`src/source/dram_pkg.sv`:
```
// Shared DRAM subsystem definitions: word and address widths, sizes and FSM encodings.

package dram_pkg;

	// ==========================================================================
	// sizes
	// ==========================================================================

	localparam int MEM_WORDS   = 1024; // words in the shared memory.
	localparam int FETCH_WORDS = 16;   // words fetched per video line.
	localparam int FIFO_DEPTH  = 8;    // pixel FIFO entries, a power of two.

	localparam int FIFO_PTR_W  = $clog2(FIFO_DEPTH);
	localparam int FETCH_CNT_W = $clog2(FETCH_WORDS + 1);

	// ==========================================================================
	// types
	// ==========================================================================

	typedef logic [$clog2(MEM_WORDS)-1:0]    dram_addr_t;  // word address.
	typedef logic [15:0]                     dram_word_t;  // one memory word.
	typedef logic [1:0]                      byte_sel_t;   // bit 0 enables the low byte.
	typedef logic [$clog2(FIFO_DEPTH+1)-1:0] fifo_count_t; // holds 0 to FIFO_DEPTH.

	// access slot phases, one clock each.
	typedef enum logic [1:0] {
		SLOT_C0,
		SLOT_C1,
		SLOT_C2,
		SLOT_C3
	} slot_t;

	typedef enum logic {
		FETCH_IDLE,
		FETCH_RUN
	} fetch_state_t;

endpackage

```
`src/source/dram_interfaces.sv`:
```
// Bundles between the arbiter and the memory and between the video fetcher and the arbiter.

`timescale 1ns/10ps

interface dram_port_if;

	dram_pkg::dram_addr_t addr;
	logic                 req;    // one-cycle request in slot phase c0.
	logic                 rnw;    // high for a read.
	dram_pkg::dram_word_t wrdata;
	dram_pkg::byte_sel_t  bsel;
	dram_pkg::dram_word_t rddata; // valid while done is high.
	logic                 done;

	modport master (
		output addr, req, rnw, wrdata, bsel,
		input  rddata, done
	);

	modport slave (
		input  addr, req, rnw, wrdata, bsel,
		output rddata, done
	);

endinterface

interface video_port_if;

	dram_pkg::dram_addr_t video_addr;
	logic                 video_go;     // held high while a word is wanted.
	logic                 video_next;   // video_addr taken for the next slot.
	logic                 video_strobe; // video_data is valid.
	dram_pkg::dram_word_t video_data;

	modport requester (
		output video_addr, video_go,
		input  video_next, video_strobe, video_data
	);

	modport server (
		input  video_addr, video_go,
		output video_next, video_strobe, video_data
	);

endinterface

```
`src/source/dram_arbiter.sv`:
```
// Slot arbiter that shares memory slots between video fetch and the CPU port.

`timescale 1ns/10ps

module dram_arbiter (
	input  logic                 clk,
	input  logic                 reset,
	dram_port_if.master          mem,
	video_port_if.server         video,
	input  logic                 cpu_req,
	input  logic                 cpu_rnw,
	input  dram_pkg::dram_addr_t cpu_addr,
	input  dram_pkg::dram_word_t cpu_wrdata,
	input  dram_pkg::byte_sel_t  cpu_bsel,
	output dram_pkg::dram_word_t cpu_rddata,
	output logic                 cpu_strobe
);

	dram_pkg::slot_t slot;

	logic owner_video; // owner of the slot in flight, also the last one served.
	logic cpu_served;
	logic want_video;
	logic want_cpu;
	logic grant_video;
	logic grant_cpu;

	always_ff @(posedge clk)
	begin
		if (reset)
			slot <= dram_pkg::SLOT_C0;
		else
			slot <= dram_pkg::slot_t'(slot + 2'd1);
	end

	// ==========================================================================
	// grant at c3, alternating when both sides ask
	// ==========================================================================

	always_comb
	begin
		want_video  = video.video_go;
		want_cpu    = cpu_req && !cpu_served;
		grant_video = 1'b0;
		grant_cpu   = 1'b0;
		if (slot == dram_pkg::SLOT_C3)
		begin
			if (want_video && want_cpu)
			begin
				grant_video = !owner_video;
				grant_cpu   = owner_video;
			end
			else
			begin
				grant_video = want_video;
				grant_cpu   = want_cpu;
			end
		end
	end

	assign video.video_next = grant_video; // fetcher steps its address on this edge.

	always_ff @(posedge clk)
	begin
		if (reset)
		begin
			mem.req     <= 1'b0;
			owner_video <= 1'b0;
			cpu_served  <= 1'b0;
		end
		else
		begin
			mem.req <= grant_video || grant_cpu; // high for the c0 cycle only.
			if (grant_video || grant_cpu)
				owner_video <= grant_video;
			if (!cpu_req)
				cpu_served <= 1'b0; // the CPU has let go, a new request may follow.
			else if (cpu_strobe)
				cpu_served <= 1'b1;
		end
	end

	always_ff @(posedge clk)
	begin
		if (grant_video)
		begin
			mem.rnw  <= 1'b1;
			mem.addr <= video.video_addr;
			mem.bsel <= '0;
		end
		else if (grant_cpu)
		begin
			mem.rnw    <= cpu_rnw;
			mem.addr   <= cpu_addr;
			mem.wrdata <= cpu_wrdata;
			mem.bsel   <= cpu_bsel;
		end
	end

	// ==========================================================================
	// result routing
	// ==========================================================================

	assign cpu_strobe         = mem.done && !owner_video;
	assign video.video_strobe = mem.done && owner_video;
	assign cpu_rddata         = mem.rddata;
	assign video.video_data   = mem.rddata;

endmodule

```
`src/flat_wrapper.sv`:
```
// flat-port wrapper written by rule: the top's interface ports become plain ports
module dram_arbiter_flat 
  (clk, reset, cpu_req, cpu_rnw, cpu_addr, cpu_wrdata, cpu_bsel, cpu_rddata, cpu_strobe, mem_addr, mem_req, mem_rnw, mem_wrdata, mem_bsel, mem_rddata, mem_done, video_video_addr, video_video_go, video_video_next, video_video_strobe, video_video_data);
  dram_port_if mem_i ();
  video_port_if video_i ();
  input  logic clk;
  input  logic reset;
  input  logic cpu_req;
  input  logic cpu_rnw;
  input  dram_pkg::dram_addr_t cpu_addr;
  input  dram_pkg::dram_word_t cpu_wrdata;
  input  dram_pkg::byte_sel_t cpu_bsel;
  output dram_pkg::dram_word_t cpu_rddata;
  output logic cpu_strobe;
  output wire logic [$bits(mem_i.addr)-1:0] mem_addr;
  output wire logic [$bits(mem_i.req)-1:0] mem_req;
  output wire logic [$bits(mem_i.rnw)-1:0] mem_rnw;
  output wire logic [$bits(mem_i.wrdata)-1:0] mem_wrdata;
  output wire logic [$bits(mem_i.bsel)-1:0] mem_bsel;
  input wire logic [$bits(mem_i.rddata)-1:0] mem_rddata;
  input wire logic [$bits(mem_i.done)-1:0] mem_done;
  input wire logic [$bits(video_i.video_addr)-1:0] video_video_addr;
  input wire logic [$bits(video_i.video_go)-1:0] video_video_go;
  output wire logic [$bits(video_i.video_next)-1:0] video_video_next;
  output wire logic [$bits(video_i.video_strobe)-1:0] video_video_strobe;
  output wire logic [$bits(video_i.video_data)-1:0] video_video_data;
  assign mem_addr = mem_i.addr;
  assign mem_req = mem_i.req;
  assign mem_rnw = mem_i.rnw;
  assign mem_wrdata = mem_i.wrdata;
  assign mem_bsel = mem_i.bsel;
  assign mem_i.rddata = mem_rddata;
  assign mem_i.done = mem_done;
  assign video_i.video_addr = video_video_addr;
  assign video_i.video_go = video_video_go;
  assign video_video_next = video_i.video_next;
  assign video_video_strobe = video_i.video_strobe;
  assign video_video_data = video_i.video_data;
  dram_arbiter u_core (.clk(clk), .reset(reset), .mem(mem_i), .video(video_i), .cpu_req(cpu_req), .cpu_rnw(cpu_rnw), .cpu_addr(cpu_addr), .cpu_wrdata(cpu_wrdata), .cpu_bsel(cpu_bsel), .cpu_rddata(cpu_rddata), .cpu_strobe(cpu_strobe));
endmodule
```
`config.mk`:
```
export PLATFORM = sky130hd
export DESIGN_NAME = dram_arbiter_flat
export DESIGN_NICKNAME = d
export VERILOG_FILES = /design/src/source/dram_pkg.sv /design/src/source/dram_interfaces.sv /design/src/source/dram_arbiter.sv /design/src/flat_wrapper.sv
export SDC_FILE = /design/constraint.sdc
export NUM_CORES = 1
export LEC_CHECK = 0
export BUFFER_PORTS_ARGS = -buffer_cell sky130_fd_sc_hd__clkbuf_2
export CAP_MARGIN = 30
export CORE_MARGIN = 1.5
export CORE_UTILIZATION = 38
export DETAILED_ROUTE_END_ITERATION = 10
export GPL_TIMING_DRIVEN = 1
export MAX_ROUTING_LAYER = met4
export PLACE_DENSITY_LB_ADDON = 0.05
export SLEW_MARGIN = 40
export SYNTH_ARGS = -nofsm -noshare
export SYNTH_HDL_FRONTEND = slang
export SYNTH_SLANG_ARGS = --single-unit
```
`constraint.sdc`:
```
create_clock -name clk -period 1.6 [get_ports clk]
set_input_delay 0.48 -clock clk [delete_from_list [all_inputs] [get_ports clk]]
set_output_delay 0.48 -clock clk [all_outputs]
set_load 0.02 [all_outputs]
```
==> flow_summary.yaml <==
worst_hold_path:
  hold_path_class: "in -> reg"
placed_design:
  port_buffers: 76
  routabilityCongestion: 0.6977
  dpl-instance-area_um2: 1722
  hpwl_um: 1992
yosys:
  synth.cell_area_um2: 1483
  syn_avg_cell_area_um2: 14.98
  yosysWarningCount: 0
  synth_top_area_share_pct: 52.66
  synth-seq-cells: 34
  ys_seq_area_share_pct: 63.46
  synth_cells: 99
  syn-num-nets: 160
  synth_top_cell_by_area: "edfxtp_1"
  synth_area_leaders: "edfxtp_1 53%, buf_4 16%, dfxtp_1 11%"
  ys_types: 22
sta:
  rsz0062_at_grt: "yes"
  fin_crit_sh_pct: 102.6
  finalHoldViolCount: 0
  fin_tns_setup_ps: -41.14
  tightestPinTransition_ps: 406.0
  setup_viol: 1
  period_minus_slack_ps: 1641
  skew_ps: 2.751
  max_freq_ghz: 0.6093
  slew_headroom_pct: 72.90
  worst_slack_ps: -41.14
  drv_slew: 0
cells_and_area:
  syn_to_final_growth_pct: 24.89
  postLayoutCellArea_um2: 1852
  drive_above_1_share_pct: 66.46
  fillers: 364
  antenna_cells: 0
  fin_nets: 218
worst_setup_path:
  path_class: "reg -> out"
  critical_path_arrival_ps: 1160
  crit_fanout: 2
  cp-start-kind: "flop"
  required_ps: 1120
  endpoint_kind: "output pin"
routing:
  ant_nets: 0
  wl_per_cell_um: 12.53
  drtPass1Iterations: 4
  wirelength_um: 2581
  via_per_inst: 4.325
  via_count: 891
  top_layer: "met4"
  wirelength_met1_um: 929
  wl_met2_um: 1238
  drtIter0Drc: 87
  dr_wl_met3_um: 344
  drc: 0
run_status:
  status: "complete, but fails checks"
  violations: "negative setup slack"
cts:
  cts_made_buffers: 5
  clk_pin_slew_ps: 60
  clk-insertion-delay-late_ps: 280
  clockBufferDepth: 2
  cts.sinks: 34
  htreeDepth: 2
  cts_tree: "built"
  cts_root_buf: "clkbuf_8"
global_route:
  grt_pass1_wl_um: 3788
  grt-ovfl-total: 0
  grt_usage_pct: 12.95
  grt_pass1_vias: 845
  antenna_found_initial: 0
  grt_max_degree: 20
die:
  start_util_pct: 39.90
  core_area_um2: 3716
  ios: 125
  rows: 22
  die_area_um2: 4286
  fp.dieH_um: 65.47
  dieWidth_um: 65.47
pwr:
  p_leak_nw: 0.8771
  powerDensity_nw_per_um2: 972.9
  peakVddDrop_mv: 0.3182
  power_mw: 1.802
flow_run:
  max_cap_violations: 0
[per-stage QoR]
step           worst slack [ps]  hold slack (ps)  cells  util [%]
2_1_floorplan             41.20            394.6     99         -
3_3_place_gp             -26.53            423.8    195     46.33
3_5_place_dp             -52.27            430.7    195     46.33
4_1_cts                  -84.29            363.9    205     49.63
5_1_grt                  -127.3            351.4    206     49.83
6_report                 -41.14            376.6    206     49.83
[routing by layer]
layer  vias to the layer above  global-route usage (%)
li1                        429                       -
met1                       387                   12.17
met2                        61                   19.90
met3                        14                   7.192
met4                         0                   9.375
met5                         -                       -
[final timing paths]
path / startpoint / to / slack (ps) / cells past startpoint
worst max-delay path: u_core.slot[0] / video_video_next / -40 / 5
worst min-delay path: cpu_wrdata[11] / u_core.mem.wrdata[11] / 380 / 1
worst max register to register: u_core.slot[0] / u_core.mem.addr[1] / 60 / 6
worst min register to register: u_core.mem.rnw / u_core.mem.rnw / 490 / 1
[logic make-up after synthesis]
kind of cell             count (synthesis)  share of synthesized area [%]
AO/OA/AOI/OAI                            7                          3.544
multiplexers                            10                          9.873
adder cells (fa/ha/maj)                  1                         0.8437
flip-flops                              34                          63.46
buffers and inverters                   36                          17.72
AND/OR/NAND/NOR                         11                          4.557
[repair_timing]
| item | 4_1_cts | 5_1_grt |
|---|---|---|
| endpoints found under the setup margin | 1 | 1 |
| hold buffers | 0 | 0 |
| setup buffers | 2 | 1 |
| gates cloned | 0 | 0 |
| resized for setup | 7 | 0 |
| pin swaps | 1 | 0 |
[synthesized netlist by cell type (all sizes together)]
cell and n:
ha 1, buf 33, a311oi 1, nand2b 1
a22o 2, mux2 10, a21oi 1, and3 1
nor2 3, o21ai 1, and2 1, a2bb2oi 1
dfxtp 8, a21o 1, nor2b 3, edfxtp 26
inv 3, nand2 1, nor3b 1
[layout by cell type (no fill, tap or decap), drive strengths merged]
| cell type | count |
|---|---|
| o21ai | 1 |
| nand2b | 1 |
| nor2b | 3 |
| and3 | 1 |
| dfxtp | 8 |
| clkbuf | 82 |
| nor2 | 3 |
| a21oi | 1 |
| a22o | 2 |
| and2 | 1 |
| nand2 | 1 |
| inv | 3 |
| a2bb2oi | 1 |
| a311oi | 1 |
| a21o | 1 |
| edfxtp | 26 |
| ha | 1 |
| buf | 8 |
| mux2 | 10 |
| nor3b | 1 |
| clkinv | 2 |
[worst max-delay path: stages (launching register included)]
cell and delay, ps:
dfxtp_2 350, ha_4 140, nand2_2 40, a21o_1 160
inv_1 60, clkbuf_8 140
[sequential cells by signal, summed over array words and instances (netlist names)]
signal              flops
u_core.cpu_served       1
u_core.mem.rnw          1
u_core.mem.wrdata      16
u_core.mem.addr        10
u_core.mem.bsel         2
u_core.owner_video      1
u_core.slot             2
u_core.mem.req          1
[report_power, final]
part	total, mW	internal (mW)	switching (mW)
logic	0.215	0.116	0.0987
clock network	0.577	0.298	0.279
registers	1.01	0.990	0.0194
total	1.80	1.40	0.397
[layout make-up]
class | count | area [µm²] | area share (%)
Tap cell | 48 | 60.06 | 3.243
Multi-Input combinational cell | 29 | 294.0 | 15.88
Inverter | 3 | 11.26 | 0.6081
Sequential cell | 34 | 943.4 | 50.95
Clock buffer | 6 | 72.57 | 3.919
Clock inverter | 2 | 8.758 | 0.4730
Timing Repair Buffer | 84 | 461.7 | 24.93
(Power assumes the default switching activity.)
