<file path="config.mk">
export PLATFORM = sky130hd
export DESIGN_NAME = pixel_fifo
export DESIGN_NICKNAME = d
export VERILOG_FILES = /design/src/source/dram_pkg.sv /design/src/source/pixel_fifo.sv
export SDC_FILE = /design/constraint.sdc
export NUM_CORES = 1
export LEC_CHECK = 0
export ABC_CLOCK_PERIOD_IN_PS = 2900
export BUFFER_PORTS_ARGS = -buffer_cell sky130_fd_sc_hd__buf_2
export CORE_UTILIZATION = 54
export CTS_CLUSTER_SIZE = 25
export DETAILED_ROUTE_END_ITERATION = 6
export PLACE_DENSITY = 0.78
export SLEW_MARGIN = 20
export SYNTH_ARGS = -nofsm -noshare
export SYNTH_HDL_FRONTEND = slang
export SYNTH_SLANG_ARGS = --single-unit
</file>
<file path="constraint.sdc">
create_clock -name clk -period 2.9 [get_ports clk]
set_clock_uncertainty 0.1 [all_clocks]
set_input_delay 0.58 -clock clk [delete_from_list [all_inputs] [get_ports clk]]
set_output_delay 0.58 -clock clk [all_outputs]
set_load 0.01 [all_outputs]
</file>
<file path="src/source/dram_pkg.sv">
// Shared DRAM subsystem definitions: word and address widths, sizes and FSM encodings.

package dram_pkg;

	// ==========================================================================
	// sizes
	// ==========================================================================

	localparam int MEM_WORDS   = 1024; // words in the shared memory.
	localparam int FETCH_WORDS = 16;   // words fetched per video line.
	localparam int FIFO_DEPTH  = 8;    // pixel FIFO entries, a power of two.

	localparam int FIFO_PTR_W  = $clog2(FIFO_DEPTH);
	localparam int FETCH_CNT_W = $clog2(FETCH_WORDS + 1);

	// ==========================================================================
	// types
	// ==========================================================================

	typedef logic [$clog2(MEM_WORDS)-1:0]    dram_addr_t;  // word address.
	typedef logic [15:0]                     dram_word_t;  // one memory word.
	typedef logic [1:0]                      byte_sel_t;   // bit 0 enables the low byte.
	typedef logic [$clog2(FIFO_DEPTH+1)-1:0] fifo_count_t; // holds 0 to FIFO_DEPTH.

	// access slot phases, one clock each.
	typedef enum logic [1:0] {
		SLOT_C0,
		SLOT_C1,
		SLOT_C2,
		SLOT_C3
	} slot_t;

	typedef enum logic {
		FETCH_IDLE,
		FETCH_RUN
	} fetch_state_t;

endpackage

</file>
<file path="src/source/pixel_fifo.sv">
// Word FIFO between the video fetcher and the pixel port, with a free-space count.

`timescale 1ns/10ps

module pixel_fifo (
	input  logic                  clk,
	input  logic                  reset,
	input  logic                  push,
	input  dram_pkg::dram_word_t  push_data,
	output dram_pkg::fifo_count_t free,
	output logic                  pixel_valid,
	output dram_pkg::dram_word_t  pixel_data,
	input  logic                  pixel_ready
);

	dram_pkg::dram_word_t            fifo_mem [dram_pkg::FIFO_DEPTH];
	logic [dram_pkg::FIFO_PTR_W-1:0] wr_ptr;
	logic [dram_pkg::FIFO_PTR_W-1:0] rd_ptr;
	dram_pkg::fifo_count_t           count;
	logic                            wr_en;
	logic                            rd_en;

	assign wr_en       = push && (count != dram_pkg::fifo_count_t'(dram_pkg::FIFO_DEPTH));
	assign rd_en       = pixel_valid && pixel_ready;
	assign pixel_valid = count != '0;
	assign pixel_data  = fifo_mem[rd_ptr]; // oldest word, held until taken.
	assign free        = dram_pkg::fifo_count_t'(dram_pkg::FIFO_DEPTH) - count;

	always_ff @(posedge clk)
	begin
		if (reset)
		begin
			wr_ptr <= '0;
			rd_ptr <= '0;
			count  <= '0;
		end
		else
		begin
			if (wr_en)
				wr_ptr <= wr_ptr + 1'b1; // depth is a power of two, pointers wrap.
			if (rd_en)
				rd_ptr <= rd_ptr + 1'b1;
			case ({wr_en, rd_en})
				2'b10:   count <= count + 1'b1;
				2'b01:   count <= count - 1'b1;
				default: count <= count;
			endcase
		end
	end

	always_ff @(posedge clk)
	begin
		if (wr_en)
			fifo_mem[wr_ptr] <= push_data;
	end

endmodule

</file>
==> impl_metrics.py, run 1 <==
metrics = {
    "outcome": {
        "status": "finished, final reports clean",
    },
    "place": {
        "hpwl_um": 5760,
        "place.gp.congestion": 0.749,
        "port_buffers": 40,
    },
    "setup_path": {
        "regToRegSetupSlack_ns": 0.19,
        "reg2reg_from": "count[0]",
        "cp-start-kind": "register",
        "cp.required_ns": 2.22,
        "crit_arrival_ns": 2.13,
        "slowest_stage": "mux4_1",
        "worst-setup-path-type": "register to output port",
        "critPathMaxFanout": 16,
        "worstSetupEndpointType": "output port",
        "r2r_cells": 12,
        "critical_path.max_stage_delay_ns": 0.58,
        "path_cells": "buf_12 -> mux4_1 -> mux2_2 -> buf_2",
        "r2r_end": "count[2]",
    },
    "timing": {
        "fmax_mhz": 356,
        "fin_setup_tns_ns": 0,
        "final-setup-viol-count": 0,
        "fin_crit_sh_pct": 97.0,
        "rsz0062_at_grt": "false",
        "slew_violations": 0,
        "slew_headroom_pct": 52.0,
        "final_hold_viol_count": 0,
        "period_minus_slack_ns": 2.81,
        "worst_pin_slew_ns": 0.716,
    },
    "global_route": {
        "grt_overflow": 0,
        "grt_pass1_wl_um": 15900,
        "grt_max_degree": 33,
        "track_usage_pct": 21.0,
        "antenna_found_initial": 0,
        "grt_pass1_vias": 2848,
    },
    "floorplanning": {
        "core_area_um2": 9910,
        "die_area_um2": 10800,
        "ios": 41,
        "rows": 36,
        "die_width_um": 104,
        "start_util_pct": 56.5,
        "fp.dieH_um": 104,
    },
    "synthesis": {
        "yosysSeqAreaShare_pct": 73.2,
        "avgSynthCellArea_um2": 20.9,
        "synthesis.area_um2": 5600,
        "synth_nets": 294,
        "ys_ff_latch": 141,
        "yosysWarnings": 0,
        "netlist_instances": 268,
        "yosysUniqueCellTypes": 30,
    },
    "layout": {
        "num-fill-cells": 629,
        "nNetsFinal": 361,
        "utilization_pct": 67.3,
        "synthToLayoutAreaGrowth_pct": 19.1,
        "layout-drive-gt1-share_pct": 34.5,
    },
    "clocking": {
        "postCtsSetupBuffers": 0,
        "cts_hold_buffers": 0,
        "cts_buffers": 17,
        "htree_num_levels": 4,
        "cts_tree": "yes",
        "cts_sinks": 141,
        "clk_latency_ns": 0.52,
        "max-clock-path-buffers": 2,
        "cts-root-buf": "clkbuf_8",
        "clkTransAtPathRegs_ns": 0.06,
    },
    "route": {
        "drc_errors": 0,
        "drtIter0Drc": 159,
        "viasPerCell": 5.69,
        "vias": 2742,
        "wl_per_cell_um": 21.2,
        "routed_wirelength_um": 10200,
        "ant_nets": 0,
        "first_pass_iters": 4,
    },
    "power_and_ir_drop": {
        "leakage_nw": 2.34,
        "power_density_nw_per_um2": 841,
        "peakVddDrop_uv": 723,
    },
    "job": {
        "max_cap_violations": 0,
    },
    "min_path": {
        "hold_class": "input port to register",
        "worstHoldStart": "push_data[10]",
        "min_to": "fifo_mem[2][10]",
        "whs_path_depth": 1,
    },
}
==> worst max path at each step <==
stage / to / startpoint / slack (ns)
final: pixel_data[4] / register / 0.09
after global routing: pixel_data[4] / register / 0.006
after CTS: pixel_data[4] / register / 0.01
after global placement: count[2] / count[0] / 0.18
after floorplan: count[2] / count[1] / 0.19
after detailed placement: count[2] / count[0] / 0.15
==> routing by layer <==
layer	GRT usage, %	part of all wire [%]	up-vias
li1	-	-	1246
met1	27.2	41	1370
met2	33.3	51	117
met3	6.20	7.0	9
met4	9.18	1.1	0
met5	0	0	-
==> cell usage in the layout, fill, tap and decap left out, types with 2 or more instances in the layout <==
master / count
mux2_2: 17
xor2_1: 7
clkinv_4: 5
edfxtp_1: 128
bufinv_16: 2
nor2_1: 15
clkbuf_16: 16
dfxtp_1: 12
nand2_1: 5
clkinvlp_4: 2
nor3_2: 2
nand2b_1: 2
mux4_2: 4
a21oi_1: 6
inv_1: 3
o21ai_0: 2
mux4_1: 28
ha_1: 5
buf_2: 40
inv_6: 4
nand3_1: 6
buf_4: 19
==> where the power goes <==
group	internal, mW	switching (mW)
Clock	1.23	0.847
Combinational	0.580	0.549
Sequential	2.33	0.0645
==> worst max-delay path, delay by kind of cell, from the launching register on <==
family | cells | cell delay [ns]
buffers and inverters | 2 | 0.33
flip-flops | 1 | 0.40
multiplexers | 2 | 0.88
==> cells in the mapped netlist <==
cell type	n	area, µm²
edfxtp_1	128	3840
mux4_1	28	736
mux2_2	17	191
nor2_1	15	56.3
dfxtp_1	13	260
xor2_1	7	61.3
a21oi_1	6	30.0
ha_1	6	75.1
nand2_1	6	22.5
nand3_1	6	30.0
buf_1	4	15.0
buf_6	4	45.0
mux4_2	4	90.1
inv_1	3	11.3
nor3_1	3	15.0
buf_2	2	10.0
nand2b_1	2	12.5
o21ai_0	2	10.0
and3b_1	1	8.76
buf_4	1	7.51
clkbuf_1	1	3.75
clkbuf_2	1	5.00
mux2i_1	1	10.0
nand3b_1	1	7.51
nor2b_1	1	6.26
o41ai_1	1	8.76
or2_2	1	6.26
or3_1	1	6.26
or3b_2	1	8.76
xnor2_1	1	8.76
==> registers in the layout (all words and copies together), names as in the netlist, named ones only <==
name and count:
count 4, fifo_mem 128, rd_ptr 3, wr_ptr 3
==> final cells by class <==
type / count / area, µm² / share of cell area, %
diodes: 1 / 2.50 / 0.0375
clock inverters: 15 / 163 / 2.44
repair buffers: 61 / 390 / 5.85
well taps: 133 / 166 / 2.49
flip-flops and latches: 141 / 4110 / 61.6
clock buffers: 17 / 414 / 6.21
multi-input cells: 111 / 1420 / 21.2
inverters: 3 / 11.3 / 0.169
==> cells by family after synthesis <==
group	synth area share [%]
xor gates and xnor gates	1.25
and+or+nand+nor	3.22
adders and majority gates	1.34
DFF	73.2
muxes	18.3
AOI/OAI and AO/OA	0.871
buffers and inverters	1.74
==> what timing repair did <==
| item | 4_1_cts | 5_1_grt |
|---|---|---|
| gates resized for setup | 2 | 3 |
| cloned | 1 | 0 |
| endpoints found under the setup margin | 1 | 12 |
==> through the flow <==
| stage | setup WS (ns) | hold slack [ns] | instance area, µm² | cells | power (mW) |
|---|---|---|---|---|---|
| 2_1_floorplan | 0.187 | 0.354 | 5610 | 268 | 3.21 |
| 3_3_place_gp | 0.183 | 0.372 | 6060 | 448 | 3.49 |
| 3_5_place_dp | 0.151 | 0.393 | 6060 | 448 | 3.52 |
| 4_1_cts | 0.0143 | 0.199 | 6660 | 481 | 5.65 |
| 5_1_grt | 0.00615 | 0.194 | 6670 | 481 | 5.85 |
| 6_report | 0.0876 | 0.223 | 6670 | 482 | 5.61 |
Power figures use the tool's default switching activity.
==> inputs of run 2 (changes only) <==
Settings changed: ABC_AREA from default to 1, BUFFER_PORTS_ARGS -buffer_cell sky130_fd_sc_hd__buf_2 to default, CORE_UTILIZATION 54 to 57, DONT_BUFFER_PORTS from default to 1, PLACE_DENSITY 0.78 to 0.77.
==> run 2 against run 1 <==
Effect of this change: sequential power increased by 3%; non-clock buffer count shrank 41; final area down 2.1%; global-route usage up 1.9 points; register-to-register slack better by 0.22 ns; combinational power grew 13%; synthesized cell count increased by 72%; synthesized area is 2.5% higher; first-iteration DRC count grew 63%; core utilization down 0.53 points; cell count up 29%; critical endpoint is now pixel_data[12].
==> impl_metrics.py, run 2 <==
metrics = {
    "clocking": {
        "htree_num_levels": 4,
        "cts_hold_buffers": 1,
        "clkTransAtPathRegs_ns": 0.06,
        "cts-root-buf": "clkbuf_8",
        "clk_latency_ns": 0.52,
        "cts_sinks": 141,
        "postCtsSetupBuffers": 0,
        "cts_tree": "yes",
        "max-clock-path-buffers": 2,
        "cts_resized": 0,
        "cts_buffers": 17,
    },
    "timing": {
        "rsz0062_at_grt": "false",
        "final-setup-viol-count": 0,
        "slew_violations": 0,
        "setup_ws_ns": 0.293,
        "worst_pin_slew_ns": 0.758,
        "slew_headroom_pct": 49.4,
        "holdWs_ns": 0.0268,
        "final_hold_viol_count": 0,
        "fin_crit_sh_pct": 89.9,
        "period_minus_slack_ns": 2.61,
        "fin_setup_tns_ns": 0,
        "fmax_mhz": 384,
    },
    "setup_path": {
        "regToRegSetupSlack_ns": 0.41,
        "path_cells": "buf_4 -> nor2_1 -> nor2_1 -> o21ai_0 -> o21ai_1 -> nand2_1 -> nand2_1",
        "path_delay_family": "simple AND/OR/NAND/NOR gates",
        "cp-start-kind": "register",
        "critical_path.max_stage_delay_ns": 0.42,
        "worst-setup-path-type": "register to output port",
        "slowest_stage": "buf_4",
        "critPathMaxFanout": 38,
        "cp.required_ns": 2.22,
        "crit_arrival_ns": 1.93,
        "r2r_end": "count[2]",
        "worstSetupEndpointType": "output port",
        "r2r_cells": 14,
        "reg2reg_from": "count[0]",
        "critPathBufInv": 1,
    },
    "synthesis": {
        "yosysTopAreaCell": "edfxtp_1",
        "yosysWarnings": 0,
        "yosysSeqAreaShare_pct": 71.5,
        "synth_nets": 487,
        "avgSynthCellArea_um2": 12.5,
        "ys.flop_type": "edfxtp_1",
        "synth_top_area_share_pct": 67.0,
        "ys_async_sr_fraction_pct": 0,
        "netlist_instances": 461,
        "synthTopCellsByCount": "128 x edfxtp_1, 73 x nor2_1, 66 x nand2_1",
        "yosysUniqueCellTypes": 30,
        "synthTopCellsByArea": "edfxtp_1 67%, nor2_1 4.8%, dfxtp_1 4.5%",
        "synthesis.area_um2": 5740,
        "yosysMostFrequentCell": "edfxtp_1",
        "synth_edf_count": 128,
        "ys_ff_latch": 141,
    },
    "min_path": {
        "hold_class": "input port to register",
        "worstHoldStart": "reset",
        "min_to": "rd_ptr[0]",
        "whs_path_depth": 1,
    },
    "layout": {
        "synthToLayoutAreaGrowth_pct": 13.7,
        "reg_top3": "fifo_mem: 128 flops, count: 4 flops",
        "mostFrequentLayoutCells": "128 x edfxtp_1, 73 x nor2_1, 66 x nand2_1",
        "nNetsFinal": 502,
        "diodes": 0,
        "largest_reg_flops": 128,
        "layout-drive-gt1-share_pct": 12.5,
        "final_common_cell": "edfxtp_1",
        "largest-register": "fifo_mem",
        "utilization_pct": 66.8,
    },
    "floorplanning": {
        "core_area_um2": 9770,
        "start_util_pct": 58.7,
        "ios": 41,
        "rows": 36,
        "die_width_um": 102,
        "fp.dieH_um": 102,
        "die_area_um2": 10500,
    },
    "power_and_ir_drop": {
        "leakage_nw": 2.31,
        "total_power_mw": 6.00,
        "power_density_nw_per_um2": 919,
        "peakVddDrop_uv": 764,
    },
    "global_route": {
        "grt_overflow": 0,
        "track_usage_pct": 22.8,
        "grt_pass1_wl_um": 17100,
        "grt_pass1_vias": 3354,
        "grt_max_degree": 65,
        "antenna_found_initial": 0,
    },
    "route": {
        "routed_wirelength_um": 11100,
        "vias": 3495,
        "ant_nets": 0,
        "drc_errors": 0,
        "wl_met3_um": 615,
        "viasPerCell": 5.62,
        "wl_met1_um": 4690,
        "routed.top_layer": "met4",
        "wl_met2_um": 5650,
        "first_pass_iters": 6,
        "drtIter0Drc": 259,
        "wl_per_cell_um": 17.8,
    },
    "job": {
        "max_cap_violations": 0,
    },
    "outcome": {
        "status": "finished, final reports clean",
    },
    "place": {
        "port_buffers": 0,
        "hpwl_um": 6410,
        "pre_cts_slack_ns": 0.429,
        "place.gp.congestion": 0.754,
    },
}
==> run 2: changes by cell type after synthesis, moves of 4 or more <==
cell,delta
buf_2,+7
inv_1,+15
mux2_2,-17
mux2i_1,+15
mux4_1,-28
mux4_2,-4
nand2_1,+60
nor2_1,+58
nor2_2,+4
o21ai_0,+47
o21ai_1,+19
o22ai_1,+16
xor2_1,-6
==> run 2: cell type report <==
type	instances	area [µm²]
flip-flops and latches	141	4110
fillers	696	3250
multi-input cells	276	1390
well taps	133	166
inverters	20	77.6
clock buffers	17	414
clock inverters	15	209
repair buffers	20	165
==> run 2: cells by family (layout without fill, tap and decap cells) <==
kind of cell | count (synthesis) | after routing | share of synthesized area (%)
xor gates and xnor gates | 4 | 4 | 0.610
AOI/OAI and AO/OA | 94 | 94 | 8.63
muxes | 16 | 16 | 2.79
DFF | 141 | 141 | 71.5
adders and majority gates | 6 | 6 | 1.31
buffers and inverters | 44 | 72 | 4.29
and+or+nand+nor | 156 | 156 | 10.9
==> run 2: routing by layer <==
layer | vias to the layer above | global-route usage (%)
met4 | 0 | 7.91
li1 | 1667 | -
met1 | 1714 | 28.6
met2 | 103 | 37.9
met5 | - | 0
met3 | 11 | 6.91
==> run 2: how the worst max path moves through the flow <==
stage / start / to / cells past startpoint
floorplan: count[0] / fifo_mem[1][0] / 7
global placement: count[0] / count[2] / 14
detailed placement: count[0] / count[2] / 14
CTS: register / pixel_data[12] / 7
global route: register / pixel_data[12] / 7
finish: register / pixel_data[12] / 7
==> run 2: through the flow <==
step,area (µm²),cells
finish,6530,622
global route,6530,622
CTS,6530,622
detailed placement,5900,589
global placement,5900,589
floorplan,5740,461
==> run 2: where the power goes <==
group | internal, mW | switching (mW) | leakage [nW]
clock network | 1.41 | 0.846 | 0.301
logic | 0.420 | 0.864 | 0.738
registers | 2.38 | 0.0774 | 1.27
total | 4.21 | 1.79 | 2.31
==> run 2: worst reg2reg max path, delay by kind of cell (launching register included) <==
kind / cells / cell delay, ns
XOR/XNOR: 1 / 0.10
adder cells (fa/ha/maj): 3 / 0.65
AO/OA/AOI/OAI: 2 / 0.33
AND/OR/NAND/NOR: 4 / 0.38
buffers and inverters: 4 / 0.37
flip-flops: 1 / 0.44
