<file path="config.mk">
export PLATFORM = sky130hd
export DESIGN_NAME = video_fetch_flat
export DESIGN_NICKNAME = d
export VERILOG_FILES = /design/src/source/dram_pkg.sv /design/src/source/dram_interfaces.sv /design/src/source/video_fetch.sv /design/src/flat_wrapper.sv
export SDC_FILE = /design/constraint.sdc
export NUM_CORES = 1
export LEC_CHECK = 0
export ABC_AREA = 1
export BUFFER_PORTS_ARGS = -buffer_cell sky130_fd_sc_hd__buf_2
export CORE_MARGIN = 1
export CORE_UTILIZATION = 40
export DETAILED_ROUTE_END_ITERATION = 10
export GPL_TIMING_DRIVEN = 0
export PLACE_DENSITY = 0.73
export SKIP_CTS_REPAIR_TIMING = 1
export SYNTH_ARGS = -nofsm -noshare
export SYNTH_HDL_FRONTEND = slang
export SYNTH_SLANG_ARGS = --single-unit
</file>
<file path="constraint.sdc">
create_clock -name clk -period 1.4 [get_ports clk]
set_input_delay 0.14 -clock clk [delete_from_list [all_inputs] [get_ports clk]]
set_output_delay 0.14 -clock clk [all_outputs]
set_load 0.01 [all_outputs]
</file>
<file path="src/source/dram_pkg.sv">
// Shared DRAM subsystem definitions: word and address widths, sizes and FSM encodings.

package dram_pkg;

	// ==========================================================================
	// sizes
	// ==========================================================================

	localparam int MEM_WORDS   = 1024; // words in the shared memory.
	localparam int FETCH_WORDS = 16;   // words fetched per video line.
	localparam int FIFO_DEPTH  = 8;    // pixel FIFO entries, a power of two.

	localparam int FIFO_PTR_W  = $clog2(FIFO_DEPTH);
	localparam int FETCH_CNT_W = $clog2(FETCH_WORDS + 1);

	// ==========================================================================
	// types
	// ==========================================================================

	typedef logic [$clog2(MEM_WORDS)-1:0]    dram_addr_t;  // word address.
	typedef logic [15:0]                     dram_word_t;  // one memory word.
	typedef logic [1:0]                      byte_sel_t;   // bit 0 enables the low byte.
	typedef logic [$clog2(FIFO_DEPTH+1)-1:0] fifo_count_t; // holds 0 to FIFO_DEPTH.

	// access slot phases, one clock each.
	typedef enum logic [1:0] {
		SLOT_C0,
		SLOT_C1,
		SLOT_C2,
		SLOT_C3
	} slot_t;

	typedef enum logic {
		FETCH_IDLE,
		FETCH_RUN
	} fetch_state_t;

endpackage

</file>
<file path="src/source/dram_interfaces.sv">


interface video_port_if;

	dram_pkg::dram_addr_t video_addr;
	logic                 video_go;     // held high while a word is wanted.
	logic                 video_next;   // video_addr taken for the next slot.
	logic                 video_strobe; // video_data is valid.
	dram_pkg::dram_word_t video_data;

	modport requester (
		output video_addr, video_go,
		input  video_next, video_strobe, video_data
	);

	modport server (
		input  video_addr, video_go,
		output video_next, video_strobe, video_data
	);

endinterface

</file>
<file path="src/source/video_fetch.sv">
// Video line fetcher that reads one line of words and pushes them into the pixel FIFO.

`timescale 1ns/10ps

module video_fetch (
	input  logic                  clk,
	input  logic                  reset,
	input  logic                  line_start,
	input  dram_pkg::dram_addr_t  line_base,
	video_port_if.requester       video,
	input  dram_pkg::fifo_count_t fifo_free,
	output logic                  push,
	output dram_pkg::dram_word_t  push_data
);

	dram_pkg::fetch_state_t           state;
	dram_pkg::dram_addr_t             addr;
	logic [dram_pkg::FETCH_CNT_W-1:0] remaining;
	logic                             in_flight;
	logic                             has_space;

	// a word in flight already owns one free entry.
	assign has_space = fifo_free >
		(in_flight ? dram_pkg::fifo_count_t'(2) : dram_pkg::fifo_count_t'(1));

	assign video.video_go   = (state == dram_pkg::FETCH_RUN) && (remaining != '0) && has_space;
	assign video.video_addr = addr;

	// ==========================================================================
	// line FSM
	// ==========================================================================

	always_ff @(posedge clk)
	begin
		if (reset)
		begin
			state     <= dram_pkg::FETCH_IDLE;
			remaining <= '0;
			in_flight <= 1'b0;
		end
		else
		begin
			case (state)
				dram_pkg::FETCH_IDLE:
				begin
					if (line_start)
					begin
						state     <= dram_pkg::FETCH_RUN;
						remaining <= dram_pkg::FETCH_CNT_W'(dram_pkg::FETCH_WORDS);
					end
				end
				dram_pkg::FETCH_RUN:
				begin
					// line_start is not looked at here, so a restart is ignored.
					if (video.video_next)
					begin
						remaining <= remaining - 1'b1;
						in_flight <= 1'b1;
					end
					else if (video.video_strobe)
						in_flight <= 1'b0;
					if (remaining == '0 && !in_flight)
						state <= dram_pkg::FETCH_IDLE;
				end
				default: state <= dram_pkg::FETCH_IDLE;
			endcase
		end
	end

	always_ff @(posedge clk)
	begin
		if (state == dram_pkg::FETCH_IDLE && line_start)
			addr <= line_base;
		else if (video.video_next)
			addr <= addr + 1'b1;
	end

	assign push      = video.video_strobe;
	assign push_data = video.video_data;

endmodule

</file>
<file path="src/flat_wrapper.sv">
// flat-port wrapper written by rule: the top's interface ports become plain ports
module video_fetch_flat 
  (clk, reset, line_start, line_base, fifo_free, push, push_data, video_video_addr, video_video_go, video_video_next, video_video_strobe, video_video_data);
  video_port_if video_i ();
  input  logic clk;
  input  logic reset;
  input  logic line_start;
  input  dram_pkg::dram_addr_t line_base;
  input  dram_pkg::fifo_count_t fifo_free;
  output logic push;
  output dram_pkg::dram_word_t push_data;
  output wire logic [$bits(video_i.video_addr)-1:0] video_video_addr;
  output wire logic [$bits(video_i.video_go)-1:0] video_video_go;
  input wire logic [$bits(video_i.video_next)-1:0] video_video_next;
  input wire logic [$bits(video_i.video_strobe)-1:0] video_video_strobe;
  input wire logic [$bits(video_i.video_data)-1:0] video_video_data;
  assign video_video_addr = video_i.video_addr;
  assign video_video_go = video_i.video_go;
  assign video_i.video_next = video_video_next;
  assign video_i.video_strobe = video_video_strobe;
  assign video_i.video_data = video_video_data;
  video_fetch u_core (.clk(clk), .reset(reset), .line_start(line_start), .line_base(line_base), .video(video_i), .fifo_free(fifo_free), .push(push), .push_data(push_data));
endmodule
</file>
==> impl_metrics.py, run 1 <==
metrics = {
    "yosys": {
        "synthesis.area_sq_mm": 0.00117,
        "count_of_flip_flops_with_a_built_in_enable_after_synthesis": 10,
        "synth_area_leader_cell": "sky130_fd_sc_hd__edfxtp_1",
        "most_frequently_used_cell_type_in_the_post_synthesis_netlist": "sky130_fd_sc_hd__nand2_1",
        "synth_flop_cell": "sky130_fd_sc_hd__edfxtp_1",
        "ys_async_sr_fraction_pct": 0,
        "post_synth.cell_area_avg_sq_um": 7.81,
        "ys_top_cells_by_area": "sky130_fd_sc_hd__edfxtp_1 (26%), sky130_fd_sc_hd__nand2_1 (13%), sky130_fd_sc_hd__dfxtp_1 (12%)",
        "synth.yosys.warnings": 0,
        "synth_top_area_share_pct": 25.6,
        "ys_ff_latch": 17,
        "post_synth_inst_count": 150,
        "syn-num-nets": 189,
        "yosys-top-cells-count": "sky130_fd_sc_hd__nand2_1 (42), sky130_fd_sc_hd__inv_1 (19), sky130_fd_sc_hd__buf_4 (17), sky130_fd_sc_hd__nor2_1 (11)",
        "synth_seq_area_share_pct": 37.6,
        "yosys.cell_types.count": 30,
    },
    "place": {
        "placement.setup.worst_slack_ns": -0.0200,
        "post_dp_cell_area_sq_mm": 0.00144,
        "hpwl_mm": 1.73,
        "placed_cells_incl_taps": 227,
        "gp_congestion": 0.786,
        "numPortBuffers": 46,
    },
    "power": {
        "switchingPower_uw": 488,
        "share_comb_of_total_power_pct": 34.0,
        "vdd_drop_max_uv": 536,
        "p_leak_uw": 0.000794,
        "seq_power_share_pct": 47.4,
        "clkPwrFrac_pct": 18.7,
        "total_power_density_per_cell_area_mw_per_mm2": 953,
        "p_total_uw": 1440,
        "sw_frac_of_total_pct": 33.8,
        "cell_internal_pwr_uw": 957,
    },
    "final_layout": {
        "insertedDiodeCount": 0,
        "syn2layout_area_growth_pct": 29.5,
        "finalNonFillerCells": 234,
        "final_nets": 243,
        "finish.instance_area_sq_mm": 0.00152,
        "nFillCells": 268,
        "postLayoutCoreUtil_pct": 55.0,
        "final_layout_size_suffix_gt1_share_pct": 44.3,
    },
    "floorplan": {
        "die_h_um": 56.1,
        "floorplan.core_area_sq_mm": 0.00276,
        "placementRows": 19,
        "initial_utilization_pct": 42.5,
        "width_of_the_die_um": 56.1,
        "floorplan.die_area_sq_mm": 0.00315,
        "io_pins": 63,
    },
    "timing": {
        "clock-skew-final_ns": 0.00493,
        "worst_margin_pin_slew_ns": 0.251,
        "tmin_final_ns": 1.53,
        "fmaxAchievable_mhz": 653,
        "report.final.hold_viol_count": 0,
        "grt_setup_unrepaired": "yes",
        "max-slew-margin-rel_pct": 83.2,
        "final-max-slew-violation-count": 0,
        "final-setup-viol-count": 1,
        "worst_slack_ns": -0.130,
        "part_of_the_cycle_the_worst_path_needs_pct": 109,
    },
    "global_route": {
        "grt_antenna_before_repair": 0,
        "grt_pass1_wl_mm": 3.53,
        "gr-usage-all-layers_pct": 14.0,
        "grt_start_max_net_pins": 11,
        "grt-ovfl-total": 0,
        "vias_in_the_first_global_route": 896,
    },
    "drt": {
        "post_drt_via_cell_ratio": 4.57,
        "detail_route.drc_violations": 0,
        "final_wirelength_mm": 2.30,
        "routed-via-count": 1070,
        "antenna_left": 0,
        "wire_per_inst_um": 9.83,
        "drt_pre_antenna_iters": 4,
        "first_iter_violations": 25,
    },
    "worst_hold_path": {
        "min-delay-start": "reset",
        "hold_path_end": "u_core.remaining[4]$_SDFFE_PP0P_",
        "timing.hold.worst_path_depth": 2,
        "timing.hold.worst.class": "input port to flip-flop",
    },
    "critical_path": {
        "r2r_setup_slack_ns": 0.09,
        "critPathKind": "flip-flop to output port",
        "worst_ep_required_time_ns": 1.26,
        "critical_path.max_fanout": 2,
        "timing.critical_path.slowest_stage_cell": "sky130_fd_sc_hd__dfxtp_2",
        "critical_path.most_common_cell": "sky130_fd_sc_hd__inv_2",
        "critical_path.endpoint_type": "output port",
        "crit-reg2reg-launch": "u_core.video.video_addr[0]$_DFFE_PP_",
        "worstSetupStartpointType": "flip-flop",
        "cp_data_arrival_time_ns": 1.39,
        "delay_of_the_slowest_critical_path_stage_ns": 0.35,
        "timing.critical_path.cells": "inv_2, ha_4, inv_2, nor2_2, o21ai_1, a21oi_1, buf_2",
        "crit-reg2reg-capture": "u_core.video.video_addr[7]$_DFFE_PP_",
        "number_of_cells_on_the_worst_reg_to_reg_path": 6,
    },
    "clock_network": {
        "cts_inserted_buffers": 3,
        "cts.clk_slew.worst_paths_ns": 0.11,
        "clk_path_buf_depth": 2,
        "cts-htree-levels": 1,
        "clkSinkCount": 17,
        "clk-insertion-delay-late_ns": 0.29,
        "clockRootBuffer": "sky130_fd_sc_hd__clkbuf_4",
        "clock_tree_from_tritoncts": "built",
    },
    "outcome": {
        "failed_checks": "negative setup slack",
        "status": "complete, but fails checks",
    },
    "flow_run": {
        "maxCapViolations": 0,
    },
}
## flip-flops by register name (all words and copies together), names as in the netlist
| register | flops |
|---|---|
| u_core.state | 1 |
| u_core.in_flight | 1 |
| u_core.remaining | 5 |
| u_core.video.video_addr | 10 |
## critical path: cells and delay by family (launching register included)
kind,cells,cell delay [ns]
AOI/OAI and AO/OA,2,0.19
adders and majority gates,1,0.26
buffers and inverters,3,0.22
DFF,1,0.35
and+or+nand+nor,1,0.08
## layer usage
layer,GRT usage (%),wire (um),up-vias
li1,-,-,567
met1,17.0,1010,462
met2,25.2,1130,39
met3,2.09,150,2
met4,4.18,13,0
met5,0,0,-
## how the worst max path moves through the flow
stage / startpoint / cells after the start / end
after CTS: u_core.in_flight$_SDFFE_PP0P_ / 7 / video_video_go
after detailed placement: u_core.state$_SDFF_PP0_ / 4 / u_core.video.video_addr[8]$_DFFE_PP_
after global placement: u_core.state$_SDFF_PP0_ / 4 / u_core.video.video_addr[9]$_DFFE_PP_
after floorplan: u_core.video.video_addr[0]$_DFFE_PP_ / 7 / u_core.video.video_addr[8]$_DFFE_PP_
final: u_core.in_flight$_SDFFE_PP0P_ / 7 / video_video_go
after global routing: u_core.in_flight$_SDFFE_PP0P_ / 7 / video_video_go
## area by class of cell
| cell class | instances | area (sq um) | share of cell area [%] |
|---|---|---|---|
| Buffer | 18 | 139 | 9.16 |
| Inverter | 21 | 83.8 | 5.53 |
| Clock buffer | 4 | 26.3 | 1.73 |
| Timing Repair Buffer | 49 | 253 | 16.7 |
| Sequential cell | 17 | 443 | 29.2 |
| Multi-Input combinational cell | 94 | 533 | 35.1 |
| Tap cell | 31 | 38.8 | 2.56 |
## per-stage QoR
step,setup TNS [ns],hold slack [ns]
floorplan,0,0.202
finish,-0.130,0.0542
global placement,0,0.365
global route,-0.277,0.0451
CTS,-0.516,0.0489
detailed placement,-0.198,0.365
## kinds of logic after synthesis
group,after synthesis,share of synthesized area [%]
AOI/OAI and AO/OA,15,8.76
xor gates and xnor gates,2,1.50
adders and majority gates,4,4.27
buffers and inverters,39,19.0
DFF,17,37.6
and+or+nand+nor,73,28.8
## power groups by stage
| stage | clock network, uW | registers (uW) | logic, uW |
|---|---|---|---|
| 2_1_floorplan | 0 | 708 | 292 |
| 3_3_place_gp | 0 | 693 | 448 |
| 6_report | 269 | 684 | 491 |
| 5_1_grt | 304 | 695 | 549 |
| 4_1_cts | 281 | 683 | 457 |
| 3_5_place_dp | 0 | 695 | 457 |
## cell usage in the layout, fill, tap and decap left out, types with 2 or more instances in the layout
cell / n
sky130_fd_sc_hd__nor2_1: 10
sky130_fd_sc_hd__nand2_1: 41
sky130_fd_sc_hd__clkbuf_4: 3
sky130_fd_sc_hd__buf_4: 20
sky130_fd_sc_hd__o21ai_1: 3
sky130_fd_sc_hd__inv_2: 3
sky130_fd_sc_hd__o22ai_2: 2
sky130_fd_sc_hd__nand2_2: 2
sky130_fd_sc_hd__buf_2: 46
sky130_fd_sc_hd__nor2_4: 2
sky130_fd_sc_hd__a21oi_1: 6
sky130_fd_sc_hd__dfxtp_1: 5
sky130_fd_sc_hd__dfxtp_2: 2
sky130_fd_sc_hd__nand4_1: 2
sky130_fd_sc_hd__ha_1: 3
sky130_fd_sc_hd__nand3_1: 10
sky130_fd_sc_hd__inv_1: 17
sky130_fd_sc_hd__edfxtp_1: 10
Note: power is estimated with default switching activity, not from simulation.
==> inputs of run 2 (changes only) <==
Settings changed: CORE_UTILIZATION 40 to 44, PLACE_DENSITY 0.73 to 0.79.
==> run 2 against run 1 <==
Net effect: the flow still finishes with violations (negative setup slack); highest routed layer unchanged; count of clock-buffer cells in the layout unchanged; power increased by 0.87%; clock skew decreased by 0.0036 ns; flip-flop and latch count unchanged; combinational power about the same; utilization increased by 5.3 points; sequential power about the same; global-route usage increased by 3.4 points; critical path depth unchanged.
==> impl_metrics.py, run 2 (synthesis gave the netlist of run 1 again) <==
metrics = {
    "drt": {
        "wire_per_inst_um": 10.3,
        "final_wirelength_mm": 2.40,
        "routed-via-count": 1078,
        "antenna_left": 0,
        "first_iter_violations": 20,
        "post_drt_via_cell_ratio": 4.65,
        "drt_pre_antenna_iters": 4,
        "detail_route.drc_violations": 0,
    },
    "final_layout": {
        "postLayoutCoreUtil_pct": 60.3,
        "insertedDiodeCount": 0,
        "most_frequent_cells_in_the_layout": "sky130_fd_sc_hd__buf_2 (46), sky130_fd_sc_hd__nand2_1 (41), sky130_fd_sc_hd__buf_4 (19)",
        "finish.instance_area_sq_mm": 0.00151,
        "layout.cells.most_common": "sky130_fd_sc_hd__buf_2",
        "finalNonFillerCells": 232,
        "syn2layout_area_growth_pct": 28.7,
        "largest_reg_flops": 10,
        "final_nets": 242,
        "nFillCells": 250,
        "final_layout_size_suffix_gt1_share_pct": 44.6,
    },
    "critical_path": {
        "crit-reg2reg-launch": "u_core.video.video_addr[1]$_DFFE_PP_",
        "cp_data_arrival_time_ns": 1.38,
        "r2r_setup_slack_ns": 0.09,
        "critical_path.endpoint_type": "output port",
        "number_of_cells_on_the_worst_reg_to_reg_path": 6,
        "worstSetupStartpointType": "flip-flop",
        "worst_ep_required_time_ns": 1.26,
        "critical_path.max_fanout": 3,
        "crit-reg2reg-capture": "u_core.video.video_addr[9]$_DFFE_PP_",
        "critPathKind": "flip-flop to output port",
    },
    "floorplan": {
        "io_pins": 63,
        "placementRows": 18,
        "width_of_the_die_um": 53.6,
        "die_h_um": 53.6,
        "initial_utilization_pct": 46.8,
        "floorplan.die_area_sq_mm": 0.00287,
        "floorplan.core_area_sq_mm": 0.00250,
    },
    "clock_network": {
        "clk_path_buf_depth": 2,
        "clock_tree_from_tritoncts": "built",
        "cts-htree-levels": 1,
        "clk-insertion-delay-late_ns": 0.30,
        "cts_inserted_buffers": 3,
        "cts.clk_slew.worst_paths_ns": 0.10,
        "clkSinkCount": 17,
        "clockRootBuffer": "sky130_fd_sc_hd__clkbuf_4",
    },
    "timing": {
        "worst_slack_ns": -0.119,
        "worst_margin_pin_slew_ns": 0.253,
        "final-setup-viol-count": 1,
        "fmaxAchievable_mhz": 659,
        "holdWs_ns": 0.0500,
        "clock-skew-final_ns": 0.00129,
        "report.final.hold_viol_count": 0,
        "final-max-slew-violation-count": 0,
        "tmin_final_ns": 1.52,
        "grt_setup_unrepaired": "yes",
        "max-slew-margin-rel_pct": 83.2,
        "part_of_the_cycle_the_worst_path_needs_pct": 108,
    },
    "place": {
        "gp_congestion": 0.773,
        "post_dp_cell_area_sq_mm": 0.00144,
        "numPortBuffers": 46,
        "hpwl_mm": 1.81,
        "placed_cells_incl_taps": 226,
        "placement.setup.worst_slack_ns": -0.0170,
    },
    "worst_hold_path": {
        "hold_path_end": "u_core.remaining[4]$_SDFFE_PP0P_",
        "timing.hold.worst.class": "input port to flip-flop",
        "timing.hold.worst_path_depth": 2,
        "min-delay-start": "reset",
    },
    "flow_run": {
        "maxCapViolations": 0,
    },
    "global_route": {
        "gr-usage-all-layers_pct": 17.4,
        "grt_antenna_before_repair": 0,
        "grt-ovfl-total": 0,
        "grt_pass1_wl_mm": 3.51,
        "grt_start_max_net_pins": 11,
        "vias_in_the_first_global_route": 851,
    },
    "power": {
        "cell_internal_pwr_uw": 955,
        "sw_frac_of_total_pct": 34.4,
        "seq_power_share_pct": 47.0,
        "p_leak_uw": 0.000787,
        "vdd_drop_max_uv": 729,
        "share_comb_of_total_power_pct": 33.9,
        "switchingPower_uw": 502,
        "total_power_density_per_cell_area_mw_per_mm2": 966,
        "clkPwrFrac_pct": 19.0,
    },
    "outcome": {
        "failed_checks": "negative setup slack",
        "status": "complete, but fails checks",
    },
}
run 2: changes by cell type in the layout (fill, tap and decap cells not counted), sizes merged:
cell / before / now
buf: 67 / 66
run 2: cell type report:
class / count / area [sq um] / share of cell area, %
Buffer: 18 / 139 / 9.21
Sequential cell: 17 / 443 / 29.4
Inverter: 21 / 83.8 / 5.56
Timing Repair Buffer: 48 / 245 / 16.3
Tap cell: 30 / 37.5 / 2.49
Multi-Input combinational cell: 94 / 533 / 35.4
Clock buffer: 4 / 26.3 / 1.74
run 2: per-stage QoR:
| stage | TNS (ns) | power (uW) |
|---|---|---|
| floorplan | 0 | 999 |
| global placement | 0 | 1140 |
| detailed placement | -0.167 | 1160 |
| CTS | -0.470 | 1420 |
| global route | -0.197 | 1560 |
| finish | -0.119 | 1460 |
run 2: worst max-delay path by stage:
| stage | from | endpoint | slack [ns] |
|---|---|---|---|
| after floorplan | u_core.video.video_addr[0]$_DFFE_PP_ | u_core.video.video_addr[8]$_DFFE_PP_ | 0.1 |
| after global placement | u_core.state$_SDFF_PP0_ | u_core.video.video_addr[9]$_DFFE_PP_ | 0.004 |
| after detailed placement | u_core.state$_SDFF_PP0_ | u_core.video.video_addr[4]$_DFFE_PP_ | -0.02 |
| after CTS | u_core.in_flight$_SDFFE_PP0P_ | video_video_go | -0.22 |
| after global routing | u_core.in_flight$_SDFFE_PP0P_ | video_video_go | -0.19 |
| final | u_core.in_flight$_SDFFE_PP0P_ | video_video_go | -0.12 |
run 2: per-layer routing:
metal | up-vias | GRT usage [%] | share of wire [%]
li1 | 567 | - | -
met1 | 458 | 19.8 | 45
met2 | 46 | 29.8 | 47
met3 | 7 | 5.93 | 6.8
met4 | 0 | 6.58 | 1.4
met5 | - | 0 | 0
run 2: power groups by stage:
stage	Combinational (uW)	Sequential, uW	Clock [uW]
final	494	685	277
after global routing	557	696	307
after CTS	463	686	275
after detailed placement	462	697	0
after global placement	446	692	0
after floorplan	292	708	0
run 2: worst max-delay path: stages, from the launching register on:
cell and delay (ns):
sky130_fd_sc_hd__dfxtp_2 0.36, sky130_fd_sc_hd__inv_2 0.05, sky130_fd_sc_hd__ha_4 0.26, sky130_fd_sc_hd__inv_2 0.03
sky130_fd_sc_hd__nor2_2 0.07, sky130_fd_sc_hd__o21ai_1 0.06, sky130_fd_sc_hd__a21oi_1 0.11, sky130_fd_sc_hd__buf_2 0.14
==> inputs of run 3 (changes only) <==
Settings changed: CELL_PAD_IN_SITES_DETAIL_PLACEMENT from default to 0, CELL_PAD_IN_SITES_GLOBAL_PLACEMENT from default to 1, CORE_UTILIZATION 44 to 30, PLACE_DENSITY 0.79 to default, PLACE_DENSITY_LB_ADDON from default to 0.1.
==> run 3 against run 2 <==
Net effect: the run still ends with negative setup slack left; utilization decreased by 18 points; clock skew increased by 0.0031 ns; sequential power hardly changed; power increased by 6.0%; register-to-register slack better by 0.03 ns; critical endpoint unchanged.
==> impl_metrics.py, run 3 (synthesis gave the netlist of run 1 again) <==
metrics = {
    "outcome": {
        "status": "complete, but fails checks",
        "failed_checks": "negative setup slack",
    },
    "critical_path": {
        "worst_ep_required_time_ns": 1.26,
        "cp_data_arrival_time_ns": 1.36,
        "worstSetupStartpointType": "flip-flop",
        "critical_path.endpoint_type": "output port",
        "critPathKind": "flip-flop to output port",
        "critical_path.max_fanout": 3,
        "r2r_setup_slack_ns": 0.12,
    },
    "place": {
        "hpwl_mm": 1.95,
        "placement.setup.worst_slack_ns": -0.0480,
        "gp_congestion": 0.751,
        "numPortBuffers": 46,
    },
    "drt": {
        "first_iter_violations": 19,
        "post_drt_via_cell_ratio": 4.22,
        "final_wirelength_mm": 2.44,
        "routed-via-count": 1054,
        "detail_route.drc_violations": 0,
        "wire_per_inst_um": 9.77,
        "antenna_left": 0,
        "drt_pre_antenna_iters": 4,
    },
    "power": {
        "seq_power_share_pct": 44.3,
        "sw_frac_of_total_pct": 32.5,
        "vdd_drop_max_uv": 479,
        "p_leak_uw": 0.000799,
        "cell_internal_pwr_uw": 1040,
        "share_comb_of_total_power_pct": 31.6,
        "clkPwrFrac_pct": 24.1,
        "total_power_density_per_cell_area_mw_per_mm2": 993,
        "switchingPower_uw": 502,
    },
    "final_layout": {
        "layout.cells.most_common": "sky130_fd_sc_hd__buf_2",
        "most_frequent_cells_in_the_layout": "sky130_fd_sc_hd__buf_2 (46), sky130_fd_sc_hd__nand2_1 (41), sky130_fd_sc_hd__buf_4 (19)",
        "syn2layout_area_growth_pct": 32.7,
        "largest_reg_flops": 10,
        "insertedDiodeCount": 0,
        "final_nets": 242,
        "final_layout_size_suffix_gt1_share_pct": 44.6,
        "nFillCells": 391,
    },
    "clock_network": {
        "clockRootBuffer": "sky130_fd_sc_hd__clkbuf_8",
        "clock_tree_from_tritoncts": "built",
        "clkSinkCount": 17,
        "cts-htree-levels": 1,
        "cts_inserted_buffers": 3,
        "cts.clk_slew.worst_paths_ns": 0.06,
        "clk-insertion-delay-late_ns": 0.26,
        "clk_path_buf_depth": 2,
    },
    "global_route": {
        "gr-usage-all-layers_pct": 12.2,
        "grt_pass1_wl_mm": 3.90,
        "grt-ovfl-total": 0,
        "grt_start_max_net_pins": 11,
        "vias_in_the_first_global_route": 932,
        "grt_antenna_before_repair": 0,
    },
    "floorplan": {
        "placementRows": 22,
        "io_pins": 63,
        "floorplan.core_area_sq_mm": 0.00372,
        "floorplan.die_area_sq_mm": 0.00416,
        "initial_utilization_pct": 31.5,
        "die_h_um": 64.5,
        "width_of_the_die_um": 64.5,
    },
    "flow_run": {
        "maxCapViolations": 0,
    },
    "timing": {
        "tmin_final_ns": 1.50,
        "max-slew-margin-rel_pct": 83.5,
        "grt_setup_unrepaired": "yes",
        "worst_margin_pin_slew_ns": 0.247,
        "clock-skew-final_ns": 0.00437,
        "report.final.hold_viol_count": 0,
        "worst_slack_ns": -0.0982,
        "fmaxAchievable_mhz": 667,
        "final-max-slew-violation-count": 0,
        "final-setup-viol-count": 1,
        "part_of_the_cycle_the_worst_path_needs_pct": 107,
        "tns_ns": -0.0982,
    },
    "worst_hold_path": {
        "timing.hold.worst.class": "input port to flip-flop",
    },
}
## run 3: final timing paths
kind                                                           start                                   end  cells past startpoint
worst min-delay path                                           reset      u_core.remaining[4]$_SDFFE_PP0P_                      2
worst min register to register      u_core.remaining[0]$_SDFFE_PP0P_      u_core.remaining[0]$_SDFFE_PP0P_                      1
worst max-delay path                   u_core.in_flight$_SDFFE_PP0P_                        video_video_go                      7
worst max register to register  u_core.video.video_addr[0]$_DFFE_PP_  u_core.video.video_addr[8]$_DFFE_PP_                      7
## run 3: metrics by stage
stage                     power (uW)  instance area, sq um  instances  utilization, %  hold slack (ns)
after detailed placement        1160                  1460        244            39.3            0.369
after floorplan                  999                  1170        150               -            0.202
after CTS                       1550                  1510        248            40.6           0.0909
after global placement          1150                  1460        244            39.3            0.365
after global routing            1660                  1550        250            41.8           0.0966
final                           1540                  1550        250            41.8           0.0992
## run 3: final cells by class
cell class | count | area, sq um | area share [%]
tap | 48 | 60.1 | 3.86
clock inverter | 1 | 5.00 | 0.322
multi-input combinational | 94 | 538 | 34.6
timing repair buffer | 48 | 245 | 15.8
clock buffer | 3 | 41.3 | 2.66
buffer | 18 | 139 | 8.94
inverter | 21 | 83.8 | 5.39
sequential | 17 | 442 | 28.4
## run 3: power groups by stage
stage	registers (uW)	logic, uW	clock network (uW)
2_1_floorplan	708	292	0
3_3_place_gp	693	457	0
3_5_place_dp	696	462	0
4_1_cts	685	464	398
5_1_grt	696	547	413
6_report	684	487	372
## run 3: metal layers
layer / share of wire [%] / wire length [um] / GRT usage (%)
met2: 53 / 1290 / 23.0
met5: 0 / 0 / 0
met1: 41 / 992 / 12.8
met4: 0.86 / 21 / 4.17
met3: 5.5 / 134 / 3.52
## run 3: worst max-delay path, cell delays in order (launching register included)
cell,delay [ns]
sky130_fd_sc_hd__dfxtp_2,0.34
sky130_fd_sc_hd__inv_2,0.05
sky130_fd_sc_hd__ha_4,0.26
sky130_fd_sc_hd__inv_2,0.03
sky130_fd_sc_hd__nor2_2,0.09
sky130_fd_sc_hd__o21ai_1,0.07
sky130_fd_sc_hd__a21oi_1,0.13
sky130_fd_sc_hd__buf_2,0.14
